$ cat config.mk
export PLATFORM = sky130hd
export DESIGN_NAME = encoder_interface
export DESIGN_NICKNAME = d
export VERILOG_FILES = /design/src/hdl/encoder_pkg.sv /design/src/hdl/encoder_interface.sv /design/src/hdl/index_speed_meter.sv /design/src/hdl/quadrature_decoder.sv /design/src/hdl/axil_register_bank.sv
export SDC_FILE = /design/constraint.sdc
export NUM_CORES = 1
export LEC_CHECK = 0
export BUFFER_PORTS_ARGS = -buffer_cell sky130_fd_sc_hd__buf_4
export CAP_MARGIN = 20
export CELL_PAD_IN_SITES_DETAIL_PLACEMENT = 0
export CELL_PAD_IN_SITES_GLOBAL_PLACEMENT = 1
export CORE_ASPECT_RATIO = 0.7
export CORE_MARGIN = 4
export CORE_UTILIZATION = 45
export CTS_CLUSTER_DIAMETER = 150
export DETAILED_ROUTE_END_ITERATION = 16
export PLACE_DENSITY = 0.92
export RECOVER_POWER = 100
export SLEW_MARGIN = 40
export SYNTH_ARGS = -nofsm -noshare
export SYNTH_HDL_FRONTEND = slang
export SYNTH_SLANG_ARGS = --single-unit
$ cat constraint.sdc
create_clock -name clock -period 4.5 [get_ports clock]
set_input_delay 0.9 -clock clock [delete_from_list [all_inputs] [get_ports clock]]
set_output_delay 0.9 -clock clock [all_outputs]
set_load 0.02 [all_outputs]
$ cat src/hdl/encoder_pkg.sv
/*
 * Encoder front end shared definitions
 * Holds the register map, the AXI4-Lite and AXI-Stream payload structs,
 * the bus channel states and the configuration handed to the measurement blocks
 */
package encoder_pkg;

    // Word registers, register n sits at byte address 4n
    typedef enum logic [5:0] {
        reg_angle_dest = 6'd0,
        reg_speed_dest = 6'd1,
        reg_max_count  = 6'd2,
        reg_angle      = 6'd3,
        reg_speed      = 6'd4,
        reg_control    = 6'd5
    } reg_idx_e;

    // AXI response codes
    localparam logic [1:0] resp_okay   = 2'b00;
    localparam logic [1:0] resp_slverr = 2'b10;

    // Everything the AXI4-Lite master drives toward the slave
    typedef struct packed {
        logic [7:0]  awaddr;
        logic        awvalid;
        logic [31:0] wdata;
        logic [3:0]  wstrb;
        logic        wvalid;
        logic        bready;
        logic [7:0]  araddr;
        logic        arvalid;
        logic        rready;
    } axil_req_t;

    // Everything the slave returns to the master
    typedef struct packed {
        logic        awready;
        logic        wready;
        logic [1:0]  bresp;
        logic        bvalid;
        logic        arready;
        logic [31:0] rdata;
        logic [1:0]  rresp;
        logic        rvalid;
    } axil_rsp_t;

    // Stream payload, tvalid and tready travel beside it
    typedef struct packed {
        logic [31:0] tdata;
        logic [7:0]  tdest;
    } axis_beat_t;

    // Channel state shared by the write and read sides of the slave
    typedef enum logic [1:0] {
        idle,
        wait_data,
        respond
    } axil_state_e;

    // Configuration seen by the measurement blocks
    typedef struct packed {
        logic [7:0]  angle_dest;
        logic [7:0]  speed_dest;
        logic [23:0] max_count;
        logic        index_tracking;
        logic [31:0] control;
    } encoder_cfg_t;

endpackage
$ cat src/hdl/encoder_interface.sv
/*
 * Quadrature encoder front end top level
 * Ties the AXI4-Lite register bank to the angle decoder and the index speed meter
 */
`timescale 1ns/1ps

module encoder_interface #(
    parameter int COUNTER_WIDTH = 24
) (
    input  logic                    clock,
    input  logic                    rst_n,
    input  logic                    a,
    input  logic                    b,
    input  logic                    z,
    input  logic                    sample_angle,
    input  logic                    sample_speed,
    input  encoder_pkg::axil_req_t  axil_req,
    output encoder_pkg::axil_rsp_t  axil_rsp,
    output encoder_pkg::axis_beat_t angle_beat,
    output logic                    angle_tvalid,
    input  logic                    angle_tready,
    output encoder_pkg::axis_beat_t speed_beat,
    output logic                    speed_tvalid,
    input  logic                    speed_tready
);

    // Configuration fans out to both measurement blocks
    encoder_pkg::encoder_cfg_t cfg;

    // Last sampled values, read back through registers 3 and 4
    logic [31:0] angle_value;
    logic [31:0] speed_value;

    // Z is synchronized once in the decoder and shared from there
    logic        index_pulse;

    axil_register_bank i_regs (
        .clock       (clock),
        .rst_n       (rst_n),
        .axil_req    (axil_req),
        .axil_rsp    (axil_rsp),
        .cfg         (cfg),
        .angle_value (angle_value),
        .speed_value (speed_value)
    );

    quadrature_decoder i_angle (
        .clock       (clock),
        .rst_n       (rst_n),
        .a           (a),
        .b           (b),
        .z           (z),
        .sample      (sample_angle),
        .cfg         (cfg),
        .index_pulse (index_pulse),
        .beat        (angle_beat),
        .tvalid      (angle_tvalid),
        .tready      (angle_tready),
        .angle_value (angle_value)
    );

    index_speed_meter #(
        .COUNTER_WIDTH (COUNTER_WIDTH)
    ) i_speed (
        .clock       (clock),
        .rst_n       (rst_n),
        .index_pulse (index_pulse),
        .sample      (sample_speed),
        .cfg         (cfg),
        .beat        (speed_beat),
        .tvalid      (speed_tvalid),
        .tready      (speed_tready),
        .speed_value (speed_value)
    );

endmodule

$ cat src/hdl/index_speed_meter.sv
/*
 * Index period meter
 * Counts clock cycles between index pulses and streams the period
 * latched on each sample strobe
 */
`timescale 1ns/1ps

module index_speed_meter #(
    parameter int COUNTER_WIDTH = 24
) (
    input  logic                      clock,
    input  logic                      rst_n,
    input  logic                      index_pulse,
    input  logic                      sample,
    input  encoder_pkg::encoder_cfg_t cfg,
    output encoder_pkg::axis_beat_t   beat,
    output logic                      tvalid,
    input  logic                      tready,
    output logic [31:0]               speed_value
);

    logic [COUNTER_WIDTH-1:0] cycle_count;
    logic [COUNTER_WIDTH-1:0] period;
    logic                     seen_index;

    encoder_pkg::axis_beat_t  beat_q;
    logic                     tvalid_q;

    // Counter restarts at 1 so the captured value equals the pulse spacing
    always_ff @(posedge clock) begin
        if (!rst_n) begin
            cycle_count <= '0;
            period      <= '0;
            seen_index  <= 1'b0;
        end else if (index_pulse) begin
            cycle_count <= COUNTER_WIDTH'(1);
            seen_index  <= 1'b1;
            // The first pulse only starts the measurement
            if (seen_index) begin
                period <= cycle_count;
            end
        end else if (cycle_count != '1) begin
            // Saturate rather than wrap when the shaft stops
            cycle_count <= cycle_count + 1'b1;
        end
    end

    // Same sample and hold-until-accepted rule as the angle stream
    always_ff @(posedge clock) begin
        if (!rst_n) begin
            beat_q   <= '0;
            tvalid_q <= 1'b0;
        end else if (sample && !tvalid_q) begin
            beat_q.tdata <= 32'(period);
            beat_q.tdest <= cfg.speed_dest;
            tvalid_q     <= 1'b1;
        end else if (tvalid_q && tready) begin
            tvalid_q <= 1'b0;
        end
    end

    assign beat        = beat_q;
    assign tvalid      = tvalid_q;
    assign speed_value = beat_q.tdata;

endmodule

$ cat src/hdl/quadrature_decoder.sv
/*
 * Quadrature decoder with index tracking
 * Counts every A/B Gray-code transition, wraps at counts per revolution
 * and streams the angle latched on each sample strobe
 */
`timescale 1ns/1ps

module quadrature_decoder (
    input  logic                      clock,
    input  logic                      rst_n,
    input  logic                      a,
    input  logic                      b,
    input  logic                      z,
    input  logic                      sample,
    input  encoder_pkg::encoder_cfg_t cfg,
    output logic                      index_pulse,
    output encoder_pkg::axis_beat_t   beat,
    output logic                      tvalid,
    input  logic                      tready,
    output logic [31:0]               angle_value
);

    // Encoder lines packed as {z, b, a} through both synchronizer stages
    logic [2:0]  sync_meta;
    logic [2:0]  sync_q;
    logic [2:0]  prev_q;

    logic [1:0]  ab_prev;
    logic [1:0]  ab_cur;
    logic        z_rise;
    logic        step_up;
    logic        step_down;

    logic [23:0] count;
    logic [23:0] max_m1;
    encoder_pkg::axis_beat_t beat_q;
    logic        tvalid_q;

    assign ab_prev = {prev_q[0], prev_q[1]};
    assign ab_cur  = {sync_q[0], sync_q[1]};
    assign z_rise  = sync_q[2] && !prev_q[2];
    assign max_m1  = cfg.max_count - 24'd1;

    // Forward follows 00 10 11 01 with A leading, reverse runs the other way
    // Transitions that flip both lines at once carry no direction and are dropped
    always_comb begin
        step_up   = 1'b0;
        step_down = 1'b0;
        case ({ab_prev, ab_cur})
            4'b00_10, 4'b10_11, 4'b11_01, 4'b01_00: step_up = 1'b1;
            4'b00_01, 4'b01_11, 4'b11_10, 4'b10_00: step_down = 1'b1;
            default: ;
        endcase
    end

    always_ff @(posedge clock) begin
        if (!rst_n) begin
            sync_meta   <= 3'd0;
            sync_q      <= 3'd0;
            prev_q      <= 3'd0;
            index_pulse <= 1'b0;
            count       <= 24'd0;
        end else begin
            sync_meta   <= {z, b, a};
            sync_q      <= sync_meta;
            prev_q      <= sync_q;
            index_pulse <= z_rise;
            if (cfg.max_count == 24'd0) begin
                count <= 24'd0;
            end else if (cfg.index_tracking && z_rise) begin
                // Index wins over a step in the same cycle
                count <= 24'd0;
            end else if (step_up) begin
                count <= (count >= max_m1) ? 24'd0 : count + 24'd1;
            end else if (step_down) begin
                count <= (count == 24'd0 || count > max_m1) ? max_m1 : count - 24'd1;
            end
        end
    end

    // Sample register doubles as the pending stream beat
    always_ff @(posedge clock) begin
        if (!rst_n) begin
            beat_q   <= '0;
            tvalid_q <= 1'b0;
        end else if (sample && !tvalid_q) begin
            beat_q.tdata <= {8'd0, count};
            beat_q.tdest <= cfg.angle_dest;
            tvalid_q     <= 1'b1;
        end else if (tvalid_q && tready) begin
            tvalid_q <= 1'b0;
        end
    end

    assign beat        = beat_q;
    assign tvalid      = tvalid_q;
    assign angle_value = beat_q.tdata;

endmodule

$ cat src/hdl/axil_register_bank.sv
/*
 * AXI4-Lite register bank for the encoder front end
 * Stores the stream destinations, counts per revolution and control word,
 * and returns the latest sampled angle and speed on reads
 */
`timescale 1ns/1ps

module axil_register_bank (
    input  logic                      clock,
    input  logic                      rst_n,
    input  encoder_pkg::axil_req_t    axil_req,
    output encoder_pkg::axil_rsp_t    axil_rsp,
    output encoder_pkg::encoder_cfg_t cfg,
    input  logic [31:0]               angle_value,
    input  logic [31:0]               speed_value
);

    encoder_pkg::axil_state_e wr_state;
    encoder_pkg::axil_state_e rd_state;

    // Address or data that arrived before its partner
    logic        aw_held;
    logic        w_held;
    logic [7:0]  wr_addr;
    logic [31:0] wr_data;

    logic        aw_fire;
    logic        w_fire;
    logic        wr_go;
    logic [7:0]  go_addr;
    logic [31:0] go_data;

    logic [1:0]  bresp_q;
    logic [31:0] rdata_q;
    logic [1:0]  rresp_q;
    logic [31:0] rd_data;
    logic [1:0]  rd_resp;

    // Writable registers, kept at full width so reads give back what was written
    logic [31:0] angle_dest_q;
    logic [31:0] speed_dest_q;
    logic [31:0] max_count_q;
    logic [31:0] control_q;

    // Each side is ready until it holds its half of the write
    assign axil_rsp.awready = (wr_state == encoder_pkg::idle) ||
                              (wr_state == encoder_pkg::wait_data && !aw_held);
    assign axil_rsp.wready  = (wr_state == encoder_pkg::idle) ||
                              (wr_state == encoder_pkg::wait_data && !w_held);
    assign axil_rsp.bvalid  = (wr_state == encoder_pkg::respond);
    assign axil_rsp.bresp   = bresp_q;
    assign axil_rsp.arready = (rd_state == encoder_pkg::idle);
    assign axil_rsp.rvalid  = (rd_state == encoder_pkg::respond);
    assign axil_rsp.rdata   = rdata_q;
    assign axil_rsp.rresp   = rresp_q;

    assign aw_fire = axil_req.awvalid && axil_rsp.awready;
    assign w_fire  = axil_req.wvalid && axil_rsp.wready;

    // The write commits on the edge where both halves are available
    assign wr_go   = (aw_fire || aw_held) && (w_fire || w_held);
    assign go_addr = aw_held ? wr_addr : axil_req.awaddr;
    assign go_data = w_held ? wr_data : axil_req.wdata;

    always_ff @(posedge clock) begin
        if (!rst_n) begin
            wr_state     <= encoder_pkg::idle;
            aw_held      <= 1'b0;
            w_held       <= 1'b0;
            wr_addr      <= 8'd0;
            wr_data      <= 32'd0;
            bresp_q      <= encoder_pkg::resp_okay;
            angle_dest_q <= 32'd0;
            speed_dest_q <= 32'd0;
            max_count_q  <= 32'd0;
            control_q    <= 32'd0;
        end else begin
            case (wr_state)
                encoder_pkg::idle, encoder_pkg::wait_data: begin
                    if (wr_go) begin
                        case (go_addr[7:2])
                            encoder_pkg::reg_angle_dest: angle_dest_q <= go_data;
                            encoder_pkg::reg_speed_dest: speed_dest_q <= go_data;
                            encoder_pkg::reg_max_count:  max_count_q  <= go_data;
                            encoder_pkg::reg_control:    control_q    <= go_data;
                            default: ;
                        endcase
                        // Measurement registers take the write silently, anything past them errors
                        bresp_q  <= (go_addr[7:2] > encoder_pkg::reg_control) ?
                                    encoder_pkg::resp_slverr : encoder_pkg::resp_okay;
                        aw_held  <= 1'b0;
                        w_held   <= 1'b0;
                        wr_state <= encoder_pkg::respond;
                    end else begin
                        if (aw_fire) begin
                            aw_held <= 1'b1;
                            wr_addr <= axil_req.awaddr;
                        end
                        if (w_fire) begin
                            w_held  <= 1'b1;
                            wr_data <= axil_req.wdata;
                        end
                        if (aw_fire || w_fire) begin
                            wr_state <= encoder_pkg::wait_data;
                        end
                    end
                end
                default: begin
                    // Response stays up until the master takes it
                    if (axil_req.bready) begin
                        wr_state <= encoder_pkg::idle;
                    end
                end
            endcase
        end
    end

    // Read data selection straight from the incoming address
    always_comb begin
        rd_resp = encoder_pkg::resp_okay;
        case (axil_req.araddr[7:2])
            encoder_pkg::reg_angle_dest: rd_data = angle_dest_q;
            encoder_pkg::reg_speed_dest: rd_data = speed_dest_q;
            encoder_pkg::reg_max_count:  rd_data = max_count_q;
            encoder_pkg::reg_angle:      rd_data = angle_value;
            encoder_pkg::reg_speed:      rd_data = speed_value;
            encoder_pkg::reg_control:    rd_data = control_q;
            default: begin
                rd_data = 32'd0;
                rd_resp = encoder_pkg::resp_slverr;
            end
        endcase
    end

    always_ff @(posedge clock) begin
        if (!rst_n) begin
            rd_state <= encoder_pkg::idle;
            rdata_q  <= 32'd0;
            rresp_q  <= encoder_pkg::resp_okay;
        end else if (rd_state == encoder_pkg::idle) begin
            if (axil_req.arvalid) begin
                rdata_q  <= rd_data;
                rresp_q  <= rd_resp;
                rd_state <= encoder_pkg::respond;
            end
        end else if (axil_req.rready) begin
            rd_state <= encoder_pkg::idle;
        end
    end

    // Configuration view of the stored registers
    always_comb begin
        cfg.angle_dest     = angle_dest_q[7:0];
        cfg.speed_dest     = speed_dest_q[7:0];
        cfg.max_count      = max_count_q[23:0];
        cfg.index_tracking = control_q[0];
        cfg.control        = control_q;
    end

endmodule

==> reports/results.ini <==
[outcome]
status = finished with violations
violations = max-capacitance violations, max-slew violations

[clock_tree]
cts_hold_buf = 0
cts_max_path_buffers = 3
cts_root_buffer = clkbuf_16
cts_setup_buffers = 0
cts_made_buffers = 36
cts.sinks = 354
cts.clk_slew.worst_paths_ns = 0.06
clk-insertion-delay-late_ns = 0.53
h-tree-depth = 2
cts_tree = yes

[routing]
drt-initial-drc-count = 1534
via_count = 15280
dr.pass1.iters = 6
post_drt_wl_per_cell_um = 20.37
drcViolationCount = 0
ant_nets = 0
routed_wl_um = 52330
viasPerCell = 5.946

[yosys]
synth-main-ff-cell = dfxtp_1
synth_top_family_by_area = compound AO/OA/AOI/OAI gates
synth_simple_gate_area_share_pct = 18.86
postSynthAreaPerCell_sq_um = 8.532
syn_inst = 1976
synth_top_area_share_pct = 42.04
synthTopCellsByCount = 441 x nand2_1, 354 x dfxtp_1, 140 x clkbuf_1
synth_edf_count = 0
ys_seq_elements = 354
synth-compound-area-share_pct = 26.09
synth-xor-area-share_pct = 3.117
ys_warn_count = 0
netlist_area_sq_um = 16860
async_flop_share_pct = 0
yosysUniqueCellTypes = 71
synth.most_common_cell = nand2_1
synthTopCellsByArea = dfxtp_1 42%, nand2_1 9.8%, o211a_1 7.9%
yosysSeqAreaShare_pct = 42.04
synth_fa_ha_area_share_pct = 2.227
yosys.area.top_type = dfxtp_1
muxShareOfSynthArea_pct = 2.791

[grt]
grt-ovfl-total = 0
grt_pass1_wl_um = 80310
grt_pass1_vias = 14280
antenna_found_initial = 0
grt_max_degree = 112
grtUsageTotal_pct = 24.62

[sta]
drv_slew = 344
fin_skew_ns = 0.01275
finalSetupViolations = 0
slew_headroom_pct = -30.04
fin_crit_ns = 4.350
fin_setup_tns_ns = 0
finalCritPeriodShare_pct = 96.67
fmax_mhz = 229.9
hold_violations = 0
worst_pin_slew_ns = 1.951

[place]
dp.final_hpwl_um = 36230
place_congestion = 0.9079
place_area_sq_um = 18440
port_buffers = 162

[worst_setup_path]
ff2ff_path_depth = 15
regToRegStartpoint = i_regs.max_count_q[16]$_SDFFE_PN0P_
reg2reg_slack_ns = 0.22
crit_fanout = 25
end_kind = register
r2r-end = i_angle.count[2]$_SDFFE_PP0P_
worstSetupPathType = primary input to register
cp-start-kind = primary input
worstPathRequired_ns = 4.96
critPathArrivalTime_ns = 4.81

[die]
die_area_sq_um = 40670
die_y_um = 169.9
row_count = 59
core-area_sq_um = 37060
io_pins = 189
initial_core_util_pct = 45.49
fp.dieW_um = 239.3

[finish]
seqCellArea_sq_um = 7088
drive_gt1_share_pct = 9.178
synthToLayoutAreaGrowth_pct = 13.87
nNetsFinal = 2153
fin_area_sq_um = 19200
fillers = 3543
diodes = 0
multi_input_area_sq_um = 9102

[hold_path]
whs_endpoint = i_angle.index_pulse$_SDFF_PN0_
min_path_type = register to register
min-delay-start = i_angle.prev_q[2]$_SDFF_PN0_
whs_path_depth = 1

[pwr]
p_seq_share_pct = 40.8
intPower_mw = 5.697
ir_drop_mv = 0.3255
p_sw_share_pct = 30.55
p_comb_share_pct = 22.1
p_sw_mw = 2.506
power.density_nw_per_um2 = 427.3
p_leak_nw = 8.514
pwr-share-clk_pct = 37.2

[flow_run]
drv_cap = 7

registers in the layout, summed over array words and instances (netlist names), 32 cells and up:
name	count
i_regs.angle_dest_q	32
i_regs.control_q	32
i_regs.max_count_q	32
i_regs.rdata_q	32
i_regs.speed_dest_q	32
i_regs.wr_data	32
layer usage:
metal / part of all wire (%) / GRT usage, % / routed length, um
met1: 45 / 35.22 / 23600
met2: 44 / 38.27 / 22890
met3: 9.0 / 5.022 / 4694
met4: 2.2 / 6.204 / 1143
met5: 0 / 0 / 0
how the worst max path moves through the flow:
stage               cells after the start  slack (ns)                                from                         endpoint
finish                                  9        0.15                         axil_req[7]  i_regs.rdata_q[26]$_SDFFE_PN0P_
global route                           17       -0.04  i_regs.max_count_q[9]$_SDFFE_PN0P_   i_angle.count[11]$_SDFFE_PP0P_
CTS                                    16        0.09  i_regs.max_count_q[9]$_SDFFE_PN0P_    i_angle.count[2]$_SDFFE_PP0P_
detailed placement                     16         0.1  i_regs.max_count_q[9]$_SDFFE_PN0P_    i_angle.count[2]$_SDFFE_PP0P_
global placement                       15        0.17  i_regs.max_count_q[9]$_SDFFE_PN0P_   i_angle.count[16]$_SDFFE_PP0P_
floorplan                              16        0.54  i_regs.max_count_q[2]$_SDFFE_PN0P_   i_angle.count[23]$_SDFFE_PP0P_
cells by family (layout without fill, tap and decap cells):
kind of cell | Yosys count | in the layout
compound gates | 576 | 576
xor+xnor | 60 | 60
fa+ha+maj | 30 | 30
buf+inv | 193 | 281
flops | 354 | 354
mux | 47 | 47
other cells | 1 | 18
simple gates | 715 | 715
worst max-delay path, stage by stage:
cell and delay, ns:
clkbuf_4 0.11, or3_1 0.48, nor3b_1 0.22, clkbuf_1 1.23, nor2b_1 0.28, clkbuf_1 0.92, a221oi_1 0.28, o21ai_0 0.25
and2_0 0.14
stage by stage:
stage               util [%]  worst slack, ns  total power, mW  cells  hold WS (ns)
floorplan                  -           0.5403            4.598   1993        0.3864
global placement       49.57           0.1715            5.152   2505        0.4026
detailed placement     49.75          0.09780            5.189   2507        0.4037
CTS                    52.95          0.09275            8.225   2569        0.4141
global route           51.80         -0.03510            8.534   2569        0.4338
finish                 51.80           0.1501            8.203   2569        0.4085
cells in the final DEF (no fill, tap or decap), types with 7 or more instances in the layout:
cell type and n:
nand2_1 440, dfxtp_1 353, o211a_1 133, a21boi_0 120
clkbuf_1 116, buf_4 85, nor2_1 82, a21oi_1 72
o21ai_0 67, a221oi_1 57, mux2i_1 47, clkbuf_16 37
xor2_1 33, ha_1 30, a21o_1 28, xnor2_1 27
nor3_1 26, a22oi_1 25, nand3_1 22, o22ai_1 21
conb_1 18, nand4_1 17, nor2b_1 15, and2_0 15
inv_1 13, and2_1 12, nor4_1 11, and3_1 9
or3_1 9, a31oi_1 7
power by group through the flow:
stage,Clock [mW],Sequential [mW],Combinational (mW)
6_report,3.05,3.34,1.81
4_1_cts,3.10,3.34,1.79
5_1_grt,3.21,3.36,1.97
3_3_place_gp,0,3.41,1.74
2_1_floorplan,0,3.38,1.22
3_5_place_dp,0,3.41,1.78
final cells by class:
| type | count | area share (%) |
|---|---|---|
| multi-input combinational | 1446 | 47.42 |
| sequential | 354 | 36.92 |
| timing repair buffer | 206 | 6.042 |
| clock buffer | 47 | 5.279 |
| tap | 488 | 3.181 |
| clock inverter | 15 | 0.9059 |
| inverter | 13 | 0.2542 |
timing repair:
| action | 4_1_cts | 5_1_grt |
|---|---|---|
| hold endpoints to repair | 0 | 0 |
| resized for setup | 0 | 8 |
| setup endpoints to repair | 0 | 24 |
Power figures use the tool's default switching activity.
